`src/verilog/ccp_pkg.sv`:
```
// ~~~~~~~~~~~~~~~~~~~~~~~~~~~~~~~~~~~~~~~~~~~~~~~~
// Shared geometry, encodings and bundles for the cache tag pipeline.
// Modules import this package inside their bodies.
// ~~~~~~~~~~~~~~~~~~~~~~~~~~~~~~~~~~~~~~~~~~~~~~~~

`default_nettype none

package ccp_pkg;

   // Cache geometry, one tag bank
   localparam int ADDRESS_W     = 32;
   localparam int LINE_OFFSET_W = 6;
   localparam int N_SETS        = 16;
   localparam int SET_W         = 4;
   localparam int N_WAYS        = 4;
   localparam int WAY_W         = 2;
   localparam int TAG_W         = ADDRESS_W - SET_W - LINE_OFFSET_W;

   // Line state, zero means the way is empty
   typedef enum logic [1:0] {
      st_invalid = 2'd0,
      st_shared  = 2'd1,
      st_owned   = 2'd2,
      st_unique  = 2'd3
   } cache_state_e;

   typedef enum logic [1:0] {
      op_lookup   = 2'd0,
      op_allocate = 2'd1,
      op_update   = 2'd2
   } req_opcode_e;

   // APB write action, taken from paddr[11:10]
   typedef enum logic [1:0] {
      maint_write  = 2'd0,
      maint_recall = 2'd1,
      maint_rsvd_2 = 2'd2,
      maint_rsvd_3 = 2'd3
   } maint_action_e;

   // One way; field order gives the APB layout nru:24, state:23:22, tag:21:0
   typedef struct packed {
      logic                 nru;
      cache_state_e         state;
      logic [TAG_W-1:0]     tag;
   } tag_entry_t;

   typedef struct packed {
      logic [ADDRESS_W-1:0] address;
      logic                 security;
      req_opcode_e          opcode;
      cache_state_e         new_state;
   } tag_req_t;

   // Whole set as held in the array
   typedef struct packed {
      tag_entry_t [N_WAYS-1:0] way;
   } tag_set_t;

   typedef struct packed {
      logic                 hit;
      logic [WAY_W-1:0]     way;
      cache_state_e         old_state;
      logic                 security;
      logic                 evict_valid;
      logic [TAG_W-1:0]     evict_tag;
      cache_state_e         evict_state;
   } tag_rsp_t;

endpackage

`default_nettype wire

```
`src/verilog/ccp_index_stage.sv`:
```
// ~~~~~~~~~~~~~~~~~~~~~~~~~~~~~~~~~~~~~~~~~~~~~~~~
// Stage p0 of the tag pipeline: accepts a request, splits the
// address into set and tag and launches the tag array read.
// ~~~~~~~~~~~~~~~~~~~~~~~~~~~~~~~~~~~~~~~~~~~~~~~~

`timescale 1ns/1ns
`default_nettype none

module ccp_index_stage (
   input  logic                       clk,
   input  logic                       reset_n,
   input  logic                       req_valid,
   input  ccp_pkg::tag_req_t          req,
   input  logic                       maint_busy,
   output logic                       req_ready,
   output logic                       rd_en,
   output logic [ccp_pkg::SET_W-1:0]  rd_set,
   output logic                       p1_valid,
   output ccp_pkg::tag_req_t          p1_req,
   output logic [ccp_pkg::TAG_W-1:0]  p1_tag,
   output logic [ccp_pkg::SET_W-1:0]  p1_set
);
   import ccp_pkg::*;

   logic              accept;
   logic [SET_W-1:0]  req_set;
   logic [TAG_W-1:0]  req_tag;

   // Only maintenance holds requests off
   assign req_ready = !maint_busy;
   assign accept    = req_valid && req_ready;

   assign req_set = req.address[LINE_OFFSET_W +: SET_W];
   assign req_tag = req.address[ADDRESS_W-1 -: TAG_W];

   // Array read goes out with the accept, data lines up with p1
   assign rd_en  = accept;
   assign rd_set = req_set;

   always_ff @(posedge clk or negedge reset_n) begin
      if (!reset_n) begin
         p1_valid <= 1'b0;
      end else begin
         p1_valid <= accept;
      end
   end

   always_ff @(posedge clk) begin
      if (accept) begin
         p1_req <= req;
         p1_tag <= req_tag;
         p1_set <= req_set;
      end
   end

   // Requester must hold a stalled request
   req_stable_while_stalled: assert property (
      @(posedge clk) disable iff (!reset_n)
      (req_valid && !req_ready) ##1 req_valid |-> $stable(req)
   );

endmodule

`default_nettype wire

```
`src/verilog/ccp_lookup_stage.sv`:
```
// ~~~~~~~~~~~~~~~~~~~~~~~~~~~~~~~~~~~~~~~~~~~~~~~~
// Stages p1 and p2: hit compare, victim choice, NRU and state
// writeback, then the response two edges after acceptance.
// ~~~~~~~~~~~~~~~~~~~~~~~~~~~~~~~~~~~~~~~~~~~~~~~~

`timescale 1ns/1ns
`default_nettype none

module ccp_lookup_stage (
   input  logic                       clk,
   input  logic                       reset_n,
   input  logic                       p1_valid,
   input  ccp_pkg::tag_req_t          p1_req,
   input  logic [ccp_pkg::TAG_W-1:0]  p1_tag,
   input  logic [ccp_pkg::SET_W-1:0]  p1_set,
   input  ccp_pkg::tag_set_t          rd_data,
   output logic                       wr_en,
   output logic [ccp_pkg::SET_W-1:0]  wr_set,
   output ccp_pkg::tag_set_t          wr_data,
   output logic                       rsp_valid,
   output ccp_pkg::tag_rsp_t          rsp,
   output logic                       pipe_empty
);
   import ccp_pkg::*;

   logic               fwd_valid;
   logic [SET_W-1:0]   fwd_set;
   tag_set_t           fwd_data;
   tag_set_t           cur_set;
   tag_set_t           nxt_set;
   logic [N_WAYS-1:0]  hit_vec;
   logic [N_WAYS-1:0]  inv_vec;
   logic [N_WAYS-1:0]  nru_clr_vec;
   logic               hit;
   logic [WAY_W-1:0]   hit_way;
   logic [WAY_W-1:0]   victim_way;
   logic [WAY_W-1:0]   rsp_way;
   logic               do_write;
   logic               evict;
   tag_rsp_t           p1_rsp;
   logic               p2_valid;
   tag_rsp_t           p2_rsp;

   // Mark a way used; once every way is marked keep only this one
   function automatic tag_set_t nru_touch(tag_set_t s, logic [WAY_W-1:0] w);
      tag_set_t t;
      logic     all_used;
      t = s;
      t.way[w].nru = 1'b1;
      all_used = 1'b1;
      for (int i = 0; i < N_WAYS; i++) begin
         all_used = all_used && t.way[i].nru;
      end
      if (all_used) begin
         for (int i = 0; i < N_WAYS; i++) begin
            t.way[i].nru = (i == w);
         end
      end
      return t;
   endfunction

   // Read missed the write made on the same edge
   assign cur_set = (fwd_valid && (fwd_set == p1_set)) ? fwd_data : rd_data;

   always_comb begin
      for (int i = 0; i < N_WAYS; i++) begin
         inv_vec[i]     = (cur_set.way[i].state == st_invalid);
         hit_vec[i]     = !inv_vec[i] && (cur_set.way[i].tag == p1_tag);
         nru_clr_vec[i] = !cur_set.way[i].nru;
      end
   end

   assign hit = |hit_vec;

   // Downward scans so the lowest way wins; invalid ways beat NRU
   always_comb begin
      hit_way    = '0;
      victim_way = '0;
      for (int i = N_WAYS-1; i >= 0; i--) begin
         if (hit_vec[i]) begin
            hit_way = WAY_W'(i);
         end
      end
      for (int i = N_WAYS-1; i >= 0; i--) begin
         if (nru_clr_vec[i]) begin
            victim_way = WAY_W'(i);
         end
      end
      for (int i = N_WAYS-1; i >= 0; i--) begin
         if (inv_vec[i]) begin
            victim_way = WAY_W'(i);
         end
      end
   end

   always_comb begin
      nxt_set  = cur_set;
      do_write = 1'b0;
      evict    = 1'b0;
      rsp_way  = '0;
      if (hit) begin
         rsp_way = hit_way;
      end else if (p1_req.opcode == op_allocate) begin
         rsp_way = victim_way;
      end
      if (hit && (p1_req.opcode == op_update || p1_req.opcode == op_allocate)) begin
         nxt_set.way[hit_way].state = p1_req.new_state;
         nxt_set  = nru_touch(nxt_set, hit_way);
         do_write = 1'b1;
      end else if (!hit && p1_req.opcode == op_allocate) begin
         evict = !inv_vec[victim_way];
         nxt_set.way[victim_way].tag   = p1_tag;
         nxt_set.way[victim_way].state = p1_req.new_state;
         nxt_set  = nru_touch(nxt_set, victim_way);
         do_write = 1'b1;
      end
   end

   always_comb begin
      p1_rsp             = '0;
      p1_rsp.hit         = hit;
      p1_rsp.way         = rsp_way;
      p1_rsp.old_state   = cur_set.way[rsp_way].state;
      p1_rsp.security    = p1_req.security;
      p1_rsp.evict_valid = evict;
      if (evict) begin
         p1_rsp.evict_tag   = cur_set.way[victim_way].tag;
         p1_rsp.evict_state = cur_set.way[victim_way].state;
      end
   end

   // Writeback lands at the p1 to p2 edge
   assign wr_en   = p1_valid && do_write;
   assign wr_set  = p1_set;
   assign wr_data = nxt_set;

   always_ff @(posedge clk or negedge reset_n) begin
      if (!reset_n) begin
         fwd_valid <= 1'b0;
         p2_valid  <= 1'b0;
         rsp_valid <= 1'b0;
      end else begin
         fwd_valid <= wr_en;
         p2_valid  <= p1_valid;
         rsp_valid <= p2_valid;
      end
   end

   always_ff @(posedge clk) begin
      if (wr_en) begin
         fwd_set  <= p1_set;
         fwd_data <= nxt_set;
      end
      if (p1_valid) begin
         p2_rsp <= p1_rsp;
      end
      if (p2_valid) begin
         rsp <= p2_rsp;
      end
   end

   assign pipe_empty = !p1_valid && !p2_valid;

   // A tag lives in at most one way of its set
   hit_ways_onehot0: assert property (
      @(posedge clk) disable iff (!reset_n)
      p1_valid |-> $onehot0(hit_vec)
   );

endmodule

`default_nettype wire

```
`src/verilog/ccp_maint_apb.sv`:
```
// ~~~~~~~~~~~~~~~~~~~~~~~~~~~~~~~~~~~~~~~~~~~~~~~~
// APB maintenance port: read, write or recall one tag entry.
// Blocks new requests and waits for the pipeline to drain first.
// ~~~~~~~~~~~~~~~~~~~~~~~~~~~~~~~~~~~~~~~~~~~~~~~~

`timescale 1ns/1ns
`default_nettype none

module ccp_maint_apb (
   input  logic                       clk,
   input  logic                       reset_n,
   input  logic                       psel,
   input  logic                       penable,
   input  logic                       pwrite,
   input  logic [11:0]                paddr,
   input  logic [31:0]                pwdata,
   output logic [31:0]                prdata,
   output logic                       pready,
   output logic                       pslverr,
   input  logic                       pipe_empty,
   output logic                       maint_busy,
   output logic                       rd_en,
   output logic [ccp_pkg::SET_W-1:0]  rd_set,
   input  ccp_pkg::tag_set_t          rd_data,
   output logic                       wr_en,
   output logic [ccp_pkg::SET_W-1:0]  wr_set,
   output ccp_pkg::tag_set_t          wr_data
);
   import ccp_pkg::*;

   typedef enum logic [2:0] {
      s_idle,
      s_drain,
      s_read,
      s_write,
      s_done
   } maint_state_e;

   maint_state_e   state;
   maint_state_e   state_nxt;
   maint_action_e  action;
   logic [WAY_W-1:0] way;
   logic           err;
   logic           err_q;
   tag_entry_t     old_entry;
   tag_entry_t     new_entry;
   logic [31:0]    rdata_q;

   // paddr[11:10] action, [7:6] way, [5:2] set
   assign action = maint_action_e'(paddr[11:10]);
   assign way    = paddr[7:6];
   assign rd_set = paddr[5:2];
   assign wr_set = paddr[5:2];

   assign err = pwrite ? !(action == maint_write || action == maint_recall)
                       : (paddr[11:10] != 2'b00);

   assign old_entry = rd_data.way[way];

   always_comb begin
      new_entry = old_entry;
      if (action == maint_recall) begin
         new_entry.state = st_invalid;
      end else begin
         new_entry = tag_entry_t'(pwdata[$bits(tag_entry_t)-1:0]);
      end
   end

   // Other ways go back unchanged
   always_comb begin
      wr_data          = rd_data;
      wr_data.way[way] = new_entry;
   end

   always_comb begin
      state_nxt = state;
      case (state)
         s_idle:  if (psel) state_nxt = s_drain;
         s_drain: if (pipe_empty) state_nxt = s_read;
         s_read:  state_nxt = s_write;
         s_write: state_nxt = s_done;
         default: state_nxt = s_idle;
      endcase
   end

   always_ff @(posedge clk or negedge reset_n) begin
      if (!reset_n) begin
         state <= s_idle;
      end else begin
         state <= state_nxt;
      end
   end

   // Array data from s_read is valid in s_write
   always_ff @(posedge clk) begin
      if (state == s_write) begin
         err_q   <= err;
         rdata_q <= (pwrite || err) ? '0
                    : {{(32-$bits(tag_entry_t)){1'b0}}, old_entry};
      end
   end

   assign rd_en      = (state == s_read);
   assign wr_en      = (state == s_write) && pwrite && !err;
   assign maint_busy = (state != s_idle);
   assign pready     = (state == s_done);
   assign pslverr    = pready && err_q;
   assign prdata     = pready ? rdata_q : '0;

   // Completion only inside the access phase of the master
   pready_in_access_phase: assert property (
      @(posedge clk) disable iff (!reset_n)
      pready |-> (psel && penable)
   );

endmodule

`default_nettype wire

```
`src/verilog/ccp_tag_array.sv`:
```
// ~~~~~~~~~~~~~~~~~~~~~~~~~~~~~~~~~~~~~~~~~~~~~~~~
// Tag, state and NRU storage for every set and way.
// Registered read port, whole-set write port.
// ~~~~~~~~~~~~~~~~~~~~~~~~~~~~~~~~~~~~~~~~~~~~~~~~

`timescale 1ns/1ns
`default_nettype none

module ccp_tag_array (
   input  logic                       clk,
   input  logic                       reset_n,
   input  logic                       rd_en,
   input  logic [ccp_pkg::SET_W-1:0]  rd_set,
   output ccp_pkg::tag_set_t          rd_data,
   input  logic                       wr_en,
   input  logic [ccp_pkg::SET_W-1:0]  wr_set,
   input  ccp_pkg::tag_set_t          wr_data
);
   import ccp_pkg::*;

   tag_set_t mem [N_SETS];

   // All ways come up invalid with nru clear
   always_ff @(posedge clk or negedge reset_n) begin
      if (!reset_n) begin
         for (int s = 0; s < N_SETS; s++) begin
            mem[s] <= '0;
         end
      end else if (wr_en) begin
         mem[wr_set] <= wr_data;
      end
   end

   // A write on the same edge is not seen here, the lookup stage forwards it
   always_ff @(posedge clk) begin
      if (rd_en) begin
         rd_data <= mem[rd_set];
      end
   end

endmodule

`default_nettype wire

```
`src/verilog/ccp_tag_pipe.sv`:
```
// ~~~~~~~~~~~~~~~~~~~~~~~~~~~~~~~~~~~~~~~~~~~~~~~~
// Tag pipeline top: index stage, tag array, lookup stage and
// APB maintenance, with the array ports shared between them.
// ~~~~~~~~~~~~~~~~~~~~~~~~~~~~~~~~~~~~~~~~~~~~~~~~

`timescale 1ns/1ns
`default_nettype none

module ccp_tag_pipe (
   input  logic               clk,
   input  logic               reset_n,
   input  logic               req_valid,
   output logic               req_ready,
   input  ccp_pkg::tag_req_t  req,
   output logic               rsp_valid,
   output ccp_pkg::tag_rsp_t  rsp,
   input  logic               psel,
   input  logic               penable,
   input  logic               pwrite,
   input  logic [11:0]        paddr,
   input  logic [31:0]        pwdata,
   output logic [31:0]        prdata,
   output logic               pready,
   output logic               pslverr
);
   import ccp_pkg::*;

   logic              maint_busy;
   logic              pipe_empty;
   logic              maint_owns;
   logic              ix_rd_en;
   logic [SET_W-1:0]  ix_rd_set;
   logic              p1_valid;
   tag_req_t          p1_req;
   logic [TAG_W-1:0]  p1_tag;
   logic [SET_W-1:0]  p1_set;
   logic              lk_wr_en;
   logic [SET_W-1:0]  lk_wr_set;
   tag_set_t          lk_wr_data;
   logic              mt_rd_en;
   logic [SET_W-1:0]  mt_rd_set;
   logic              mt_wr_en;
   logic [SET_W-1:0]  mt_wr_set;
   tag_set_t          mt_wr_data;
   logic              rd_en;
   logic [SET_W-1:0]  rd_set;
   tag_set_t          rd_data;
   logic              wr_en;
   logic [SET_W-1:0]  wr_set;
   tag_set_t          wr_data;

   ccp_index_stage i_ccp_index_stage (
      .clk        (clk),
      .reset_n    (reset_n),
      .req_valid  (req_valid),
      .req        (req),
      .maint_busy (maint_busy),
      .req_ready  (req_ready),
      .rd_en      (ix_rd_en),
      .rd_set     (ix_rd_set),
      .p1_valid   (p1_valid),
      .p1_req     (p1_req),
      .p1_tag     (p1_tag),
      .p1_set     (p1_set)
   );

   // Maintenance gets the array only once the pipeline has drained
   assign maint_owns = maint_busy && pipe_empty;
   assign rd_en      = maint_owns ? mt_rd_en   : ix_rd_en;
   assign rd_set     = maint_owns ? mt_rd_set  : ix_rd_set;
   assign wr_en      = maint_owns ? mt_wr_en   : lk_wr_en;
   assign wr_set     = maint_owns ? mt_wr_set  : lk_wr_set;
   assign wr_data    = maint_owns ? mt_wr_data : lk_wr_data;

   ccp_tag_array i_ccp_tag_array (
      .clk     (clk),
      .reset_n (reset_n),
      .rd_en   (rd_en),
      .rd_set  (rd_set),
      .rd_data (rd_data),
      .wr_en   (wr_en),
      .wr_set  (wr_set),
      .wr_data (wr_data)
   );

   ccp_lookup_stage i_ccp_lookup_stage (
      .clk        (clk),
      .reset_n    (reset_n),
      .p1_valid   (p1_valid),
      .p1_req     (p1_req),
      .p1_tag     (p1_tag),
      .p1_set     (p1_set),
      .rd_data    (rd_data),
      .wr_en      (lk_wr_en),
      .wr_set     (lk_wr_set),
      .wr_data    (lk_wr_data),
      .rsp_valid  (rsp_valid),
      .rsp        (rsp),
      .pipe_empty (pipe_empty)
   );

   ccp_maint_apb i_ccp_maint_apb (
      .clk        (clk),
      .reset_n    (reset_n),
      .psel       (psel),
      .penable    (penable),
      .pwrite     (pwrite),
      .paddr      (paddr),
      .pwdata     (pwdata),
      .prdata     (prdata),
      .pready     (pready),
      .pslverr    (pslverr),
      .pipe_empty (pipe_empty),
      .maint_busy (maint_busy),
      .rd_en      (mt_rd_en),
      .rd_set     (mt_rd_set),
      .rd_data    (rd_data),
      .wr_en      (mt_wr_en),
      .wr_set     (mt_wr_set),
      .wr_data    (mt_wr_data)
   );

   // Pipeline writeback and maintenance never collide on the array
   single_array_writer: assert property (
      @(posedge clk) disable iff (!reset_n)
      !(lk_wr_en && mt_wr_en)
   );

endmodule

`default_nettype wire
```
`config.mk`:
```
export PLATFORM = sky130hd
export DESIGN_NAME = ccp_tag_pipe
export DESIGN_NICKNAME = d
export VERILOG_FILES = /design/src/verilog/ccp_pkg.sv /design/src/verilog/ccp_index_stage.sv /design/src/verilog/ccp_lookup_stage.sv /design/src/verilog/ccp_maint_apb.sv /design/src/verilog/ccp_tag_array.sv /design/src/verilog/ccp_tag_pipe.sv
export SDC_FILE = /design/constraint.sdc
export NUM_CORES = 2
export LEC_CHECK = 0
export ABC_AREA = 1
export BUFFER_PORTS_ARGS = -buffer_cell sky130_fd_sc_hd__buf_2
export CAP_MARGIN = 20
export CORE_MARGIN = 4
export CORE_UTILIZATION = 45
export CTS_CLUSTER_DIAMETER = 50
export DETAILED_ROUTE_END_ITERATION = 16
export GPL_TIMING_DRIVEN = 1
export SLEW_MARGIN = 25
export SYNTH_ARGS = -nofsm -noshare
export SYNTH_HDL_FRONTEND = slang
export SYNTH_SLANG_ARGS = --single-unit
```
`constraint.sdc`:
```
create_clock -name clk -period 8.4 [get_ports clk]
set_input_delay 1.68 -clock clk [delete_from_list [all_inputs] [get_ports clk]]
set_output_delay 1.68 -clock clk [all_outputs]
set_load 0.05 [all_outputs]
```
# Word level (Yosys, flattened, before mapping)

Cells that the tools add are included.

Magnitude comparators: 10
Equality and inequality tests: 20
Multiplexer cells: 74
Bitwise logic cells: 2
Reductions and logical operators: 50

Operator list:

| operator           | number |
|---|---|
| $bwmux 1600        | 1 |
| $mux 100           | 7 |
| $bwmux 100         | 6 |
| $bmux 100 s4       | 1 |
| $demux 100 s4      | 1 |
| $demux 25 s2       | 6 |
| $bmux 25 s2        | 3 |
| $mux 25            | 4 |
| $mux 24            | 4 |
| $eq 22x22->1       | 4 |
| $mux 22            | 2 |
| $mux 32            | 1 |
| $mux 2             | 15 |
| $logic_and 1x1->1  | 24 |
| $mux 1             | 17 |
| $logic_not 2->1    | 7 |
| $lt 2x3->1 const B | 4 |
| $pmux 3 s4         | 1 |
| $logic_not 1->1    | 11 |
| $ge 5x5->1 const B | 2 |
| $not 4->5          | 2 |
| $eq 2x2->1 const A | 4 |
| $mux 4             | 2 |
| $eq 3x2->1 const B | 2 |
| other kinds (17)   | 25 |

Bits in registers: 1937
Input port bits: 87
Output and inout port bits: 67
Logic and storage cells: 400

# Depth between registers and ports, before layout

Word-level depth: 26
Depth in mapped cells: 28
Gate-level depth less buffers: 26

# Hierarchy

A second synthesis with hierarchy kept.

Cell total of the unflattened synthesis: 13298
Area total of the unflattened synthesis: 98737.2 um^2

Modules (own cells, without submodules):

| module           | times used | cells an instance | area each (um^2) | sequential area each (um^2) |
|---|---|---|---|---|
| ccp_tag_array    | 1          | 10479             | 80319.5          | 43041.3 |
| ccp_lookup_stage | 1          | 1646              | 11566.1          | 5059.9 |
| ccp_maint_apb    | 1          | 735               | 3891.2           | 855.8 |
| ccp_tag_pipe     | 1          | 367               | 1585.3           | 0.0 |
| ccp_index_stage  | 1          | 71                | 1375.1           | 1136.1 |

# Worst setup path after synthesis

No wires, ideal clock.

Path kind: input to register
Start: input req_valid
End: register, netlist name i_ccp_tag_array.rd_data[0]
Setup time: 0.594 ns
Arrival time: 6.607 ns
Required time: 7.806 ns
Setup slack: 1.200 ns
Stages: 2
Buffers on the path: 0
Cells stage by stage: inv_1 > o22ai_1

Word-level cells in the longest chain between the ends: 2

Ends and longest elaborated chain:

| what                      | RTL line              | RTL |
|---|---|---|
| start: declaration        | ccp_tag_pipe.sv:12    | `input logic req_valid,` |
| $logic_and 1x1->1         | ccp_index_stage.sv:31 | `assign accept = req_valid && req_ready;` |
| $mux 1                    | ccp_tag_pipe.sv:69    | `assign rd_en = maint_owns ? mt_rd_en : ix_rd_en;` |
| via i_ccp_tag_array.rd_en | ccp_tag_array.sv:12   | `input logic rd_en,` |

The timed path passes the listed nets, and every way through them passes these cells.
A chain may end at the register's enable or synchronous reset.

# Final worst setup path

Start: register i_ccp_index_stage.p1_set[0] in the netlist's numbering
End: register i_ccp_tag_array.mem[62] in the netlist's numbering

Word-level cells in the longest chain between the ends: 22
Elaborated cells between the ends (all ways): 64
Classes of those cells: order compare (4); eq/ne (5); mux (34); bitwise (1); reduce/logical (20)

Ends and longest elaborated chain:

| what                                                                  | RTL line                | RTL |
|---|---|---|
| start: declaration                                                    | ccp_index_stage.sv:21   | `output logic [ccp_pkg::SET_W-1:0] p1_set` |
| start signal: assignment                                              | ccp_index_stage.sv:52   | `p1_set <= req_set;` |
| $eq 4x4->1                                                            | ccp_lookup_stage.sv:63  | `assign cur_set = (fwd_valid && (fwd_set == p1_set)) ? fwd_data : rd_data;` |
| $logic_and 1x1->1                                                     | ccp_lookup_stage.sv:63  |  |
| $mux 100                                                              | ccp_lookup_stage.sv:63  |  |
| $mux 2 (4 in series)                                                  | ccp_lookup_stage.sv:85  | `if (nru_clr_vec[i]) begin` |
| $mux 2 (4 in series)                                                  | ccp_lookup_stage.sv:90  | `if (inv_vec[i]) begin` |
| $lt 2x3->1 (implied by the code) / $ge 2x1->1 (equally long branches) | ccp_lookup_stage.sv:112 | `nxt_set.way[victim_way].tag = p1_tag;` |
| $logic_and 1x1->1 (implied by the code)                               | ccp_lookup_stage.sv:112 |  |
| $mux 22 (implied by the code)                                         | ccp_lookup_stage.sv:112 |  |
| $demux 25 s2                                                          | n/a                     |  |
| $bwmux 100                                                            | ccp_lookup_stage.sv:112 |  |
| $bwmux 100                                                            | ccp_lookup_stage.sv:113 | `nxt_set.way[victim_way].state = p1_req.new_state;` |
| $bwmux 100                                                            | ccp_lookup_stage.sv:49  | `t.way[w].nru = 1'b1;` |
| $mux 100                                                              | ccp_lookup_stage.sv:110 | `end else if (!hit && p1_req.opcode == op_allocate) begin` |
| $mux 100                                                              | ccp_lookup_stage.sv:106 | `if (hit && (p1_req.opcode == op_update \|\| p1_req.opcode == op_allocate)) begin` |
| $mux 100                                                              | ccp_tag_pipe.sv:73      | `assign wr_data = maint_owns ? mt_wr_data : lk_wr_data;` |
| $bwmux 1600                                                           | ccp_tag_array.sv:30     | `mem[wr_set] <= wr_data;` |
| end signal: indexed assignment                                        | ccp_tag_array.sv:30     |  |
| end: declaration                                                      | ccp_tag_array.sv:21     | `tag_set_t mem [N_SETS];` |

Several ways; a longest one is shown, not always the timed one.

==> impl_metrics.py <==
metrics = {
    "status": {
        "outcome": "completed",
    },
    "grt": {
        "grt_start_max_net_pins": 177,
        "global_route.usage.total_pct": 34.2,
        "grt_antenna_before_repair": 11,
        "grt_first_pass_wirelength_um": 541000,
        "grt_pass1_vias": 79400,
        "gr-total-overflow": 0,
    },
    "worst_setup_path": {
        "worst_setup_path_start_kind": "flop",
        "rrSetupSlack_ns": 1.26,
        "r2r_end": "i_ccp_tag_array.mem[62]$_DFFE_PN0P_",
        "cp_data_required_time_ns": 9.21,
        "cp.arrival_ns": 7.95,
        "timing.critical_path.to_type": "flop",
        "reg2reg_launch_point": "i_ccp_index_stage.p1_set[0]$_DFFE_PP_",
        "critical_path.max_fanout": 69,
        "worstSetupPathType": "flop to flop",
        "worst-r2r-cell-count": 23,
    },
    "timing": {
        "report.final.slew_viol_count": 0,
        "timing.max_slew.rel_slack_pct": 16.6,
        "finalHoldViolations": 0,
        "totalNegativeSetupSlack_ns": 0,
        "final-setup-viol-count": 0,
        "ratio_of_final_minimum_period_to_clock_period_pct": 84.9,
        "final_worst_path_period_need_ns": 7.14,
        "fmaxAchievable_mhz": 140,
        "grt_setup_unrepaired": "false",
        "fin_worst_skew_ns": 0.0488,
        "worst_pin_slew_ns": 1.24,
    },
    "power": {
        "p_leak_uw": 0.0519,
        "ir_worst_vdd_mv": 0.673,
        "cellPowerDensity_nw_per_um2": 437,
    },
    "finish": {
        "area_delta_synth_final_pct": 10.8,
        "layout_commonest_cell": "nand2_1",
        "design.final.nets": 11700,
        "stdcell_count": 14500,
        "final.fill_count": 19500,
        "layout-drive-gt1-share_pct": 6.35,
        "fin_util_pct": 50.1,
        "layout.cells.most_common_list": "nand2_1, dfrtp_1, o21ai_0",
    },
    "detailed_routing": {
        "remaining_drc_errors": 0,
        "drt-vias-per-instance": 5.85,
        "via_count": 84700,
        "totalWireLength_um": 370000,
        "first_pass_iters": 6,
        "drt-wirelength-per-cell_um": 25.5,
        "ant_nets": 0,
        "initialDrtViolationCount": 11300,
    },
    "die": {
        "die_area_um2": 213000,
        "top_level_ports": 154,
        "fp.dieW_um": 461,
        "rows": 166,
        "die_height_um": 461,
        "core_um2": 204000,
        "initial_utilization_pct": 45.2,
    },
    "clock_network": {
        "cts_buffers": 225,
        "cts_hold_buffers": 0,
        "clk_transition_reported_paths_ns": 0.06,
        "cts_buffer_depth": 3,
        "cts_num_sinks": 1930,
        "cts.htree.levels": 4,
        "post_cts_resized": 0,
        "clk-insertion-delay-late_ns": 0.89,
        "cts_tree": "done",
        "post-cts-setup-buffer-count": 0,
        "cts_root_buf": "clkbuf_16",
    },
    "hold_path": {
        "worstHoldPathCells": 0,
        "holdPathEnd": "i_ccp_lookup_stage.rsp[6]$_DFFE_PP_",
        "worstHoldStart": "i_ccp_lookup_stage.p2_rsp[6]$_SDFFCE_PN0P_",
        "hold_path_class": "flop to flop",
    },
    "synth": {
        "synth_seq_cells": 1930,
        "synth_cell_types": 36,
        "synth.largest_area_cell": "dfrtp_1",
        "netlist_instances": 12000,
        "synth_top_cell_area_share_pct": 43.5,
        "yosys_warnings": 0,
        "seq_area_frac_synth_pct": 54.0,
        "postSynthAreaPerCell_um2": 7.71,
        "post_synthesis_instance_area_um2": 92300,
        "ys_top_cells_by_area": "dfrtp_1, nand2_1, edfxtp_1",
    },
    "place": {
        "gpl_wtd_cong": 0.990,
        "hpwl_um": 201000,
        "placedCellCount": 14100,
        "io_buffers": 128,
    },
    "flow_run": {
        "drv_cap": 0,
    },
}
==> where the power goes <==
part / leakage (uW) / switching [uW] / internal, uW
Clock: 0.00371 / 4190 / 5790
Sequential: 0.0246 / 1840 / 12700
Combinational: 0.0236 / 15500 / 4780
==> state kept, by name (all words and copies together), names as in the netlist <==
register	cells
i_ccp_lookup_stage.rsp_valid	1
i_ccp_maint_apb.err_q	1
i_ccp_maint_apb.state	3
i_ccp_lookup_stage.p2_valid	1
i_ccp_lookup_stage.p2_rsp	31
i_ccp_index_stage.p1_valid	1
i_ccp_lookup_stage.fwd_valid	1
i_ccp_lookup_stage.rsp	31
i_ccp_index_stage.p1_set	4
i_ccp_maint_apb.rdata_q	25
i_ccp_index_stage.p1_tag	22
i_ccp_tag_array.rd_data	100
i_ccp_index_stage.p1_req	5
i_ccp_lookup_stage.fwd_data	100
i_ccp_lookup_stage.fwd_set	4
i_ccp_tag_array.mem	1600
==> logic make-up (layout without fill, tap and decap cells) <==
family,Yosys count,in the layout,share of synthesized area [%]
buffers and inverters,1152,978,5.23
DFF,1930,1930,54.0
AOI/OAI and AO/OA,1880,1880,11.7
other,1,11,0.00406
adders and majority gates,1,1,0.0135
and+or+nand+nor,7007,7007,29.0
==> metrics by stage <==
stage / hold slack [ns] / total power [uW] / instance area [um2] / setup WS [ns]
3_3_place_gp: 0.404 / 33900 / 94600 / 1.54
5_1_grt: 0.421 / 47100 / 102000 / 1.08
3_5_place_dp: 0.405 / 34100 / 94600 / 1.53
2_1_floorplan: 0.400 / 26400 / 92400 / 1.20
6_report: 0.411 / 44800 / 102000 / 1.26
4_1_cts: 0.409 / 44200 / 102000 / 1.50
==> per-layer routing <==
layer | part of all wire, % | vias up | global-route usage (%) | wire (um)
li1 | - | 37800 | - | -
met5 | 0.015 | - | 0 | 55
met1 | 41 | 41100 | 48.4 | 152000
met4 | 3.9 | 8 | 12.8 | 14500
met2 | 43 | 4966 | 51.6 | 160000
met3 | 12 | 873 | 7.72 | 43000
==> synth_stat cells (all sizes together) <==
master / number
nand2: 5674
dfrtp: 1607
o21ai: 1228
nor2: 1062
clkbuf: 542
buf: 355
edfxtp: 323
inv: 253
o22ai: 242
nand3: 200
o221ai: 188
a21oi: 114
nand4: 66
o211ai: 59
a221oi: 42
a22o: 4
nor3: 3
a22oi: 2
clkinv: 2
and2: 1
conb: 1
ha: 1
o21a: 1
or2: 1
==> how the worst max path moves through the flow <==
stage | startpoint | endpoint | cells after the start
2_1_floorplan | req_valid | i_ccp_tag_array.rd_data[0]$_DFFE_PP_ | 2
3_3_place_gp | i_ccp_index_stage.p1_set[0]$_DFFE_PP_ | i_ccp_tag_array.mem[57]$_DFFE_PN0P_ | 23
3_5_place_dp | i_ccp_index_stage.p1_set[0]$_DFFE_PP_ | i_ccp_tag_array.mem[84]$_DFFE_PN0P_ | 23
4_1_cts | i_ccp_index_stage.p1_set[0]$_DFFE_PP_ | i_ccp_tag_array.mem[62]$_DFFE_PN0P_ | 23
5_1_grt | i_ccp_index_stage.p1_set[0]$_DFFE_PP_ | i_ccp_tag_array.mem[61]$_DFFE_PN0P_ | 23
6_report | i_ccp_index_stage.p1_set[0]$_DFFE_PP_ | i_ccp_tag_array.mem[62]$_DFFE_PN0P_ | 23
==> critical path, stage by stage (launching register included) <==
cell and delay, ns:
edfxtp_1 0.44, nand2_1 0.10, nand2_1 0.08, nor2_4 0.57
nand3_4 0.76, o21ai_1 0.59, nand2_1 0.32, nand2_1 0.20
nor2_1 0.05, nand2_1 0.05, nor2_1 0.07, nand3_2 0.16
nand2_2 0.11, nor2_4 0.19, nor2_2 0.04, buf_4 0.18
o21ai_1 0.31, nand2_1 0.36, nand3_1 0.44, nor2_4 0.10
inv_6 0.72, buf_4 0.76, nand2_1 0.11, nand2_1 0.10
==> area by class of cell <==
cell class                      count  area, um2  share of cell area, %
Tap cell                         2688       3360                   3.29
Timing Repair Buffer              297       2520                   2.47
Multi-Input combinational cell   8895      37900                   37.0
Antenna cell                        4       10.0                0.00978
Inverter                          255       1080                   1.05
Clock buffer                      327       6480                   6.33
Sequential cell                  1930      49900                   48.8
Clock inverter                     99       1130                   1.10
Power figures use the tool's default switching activity.
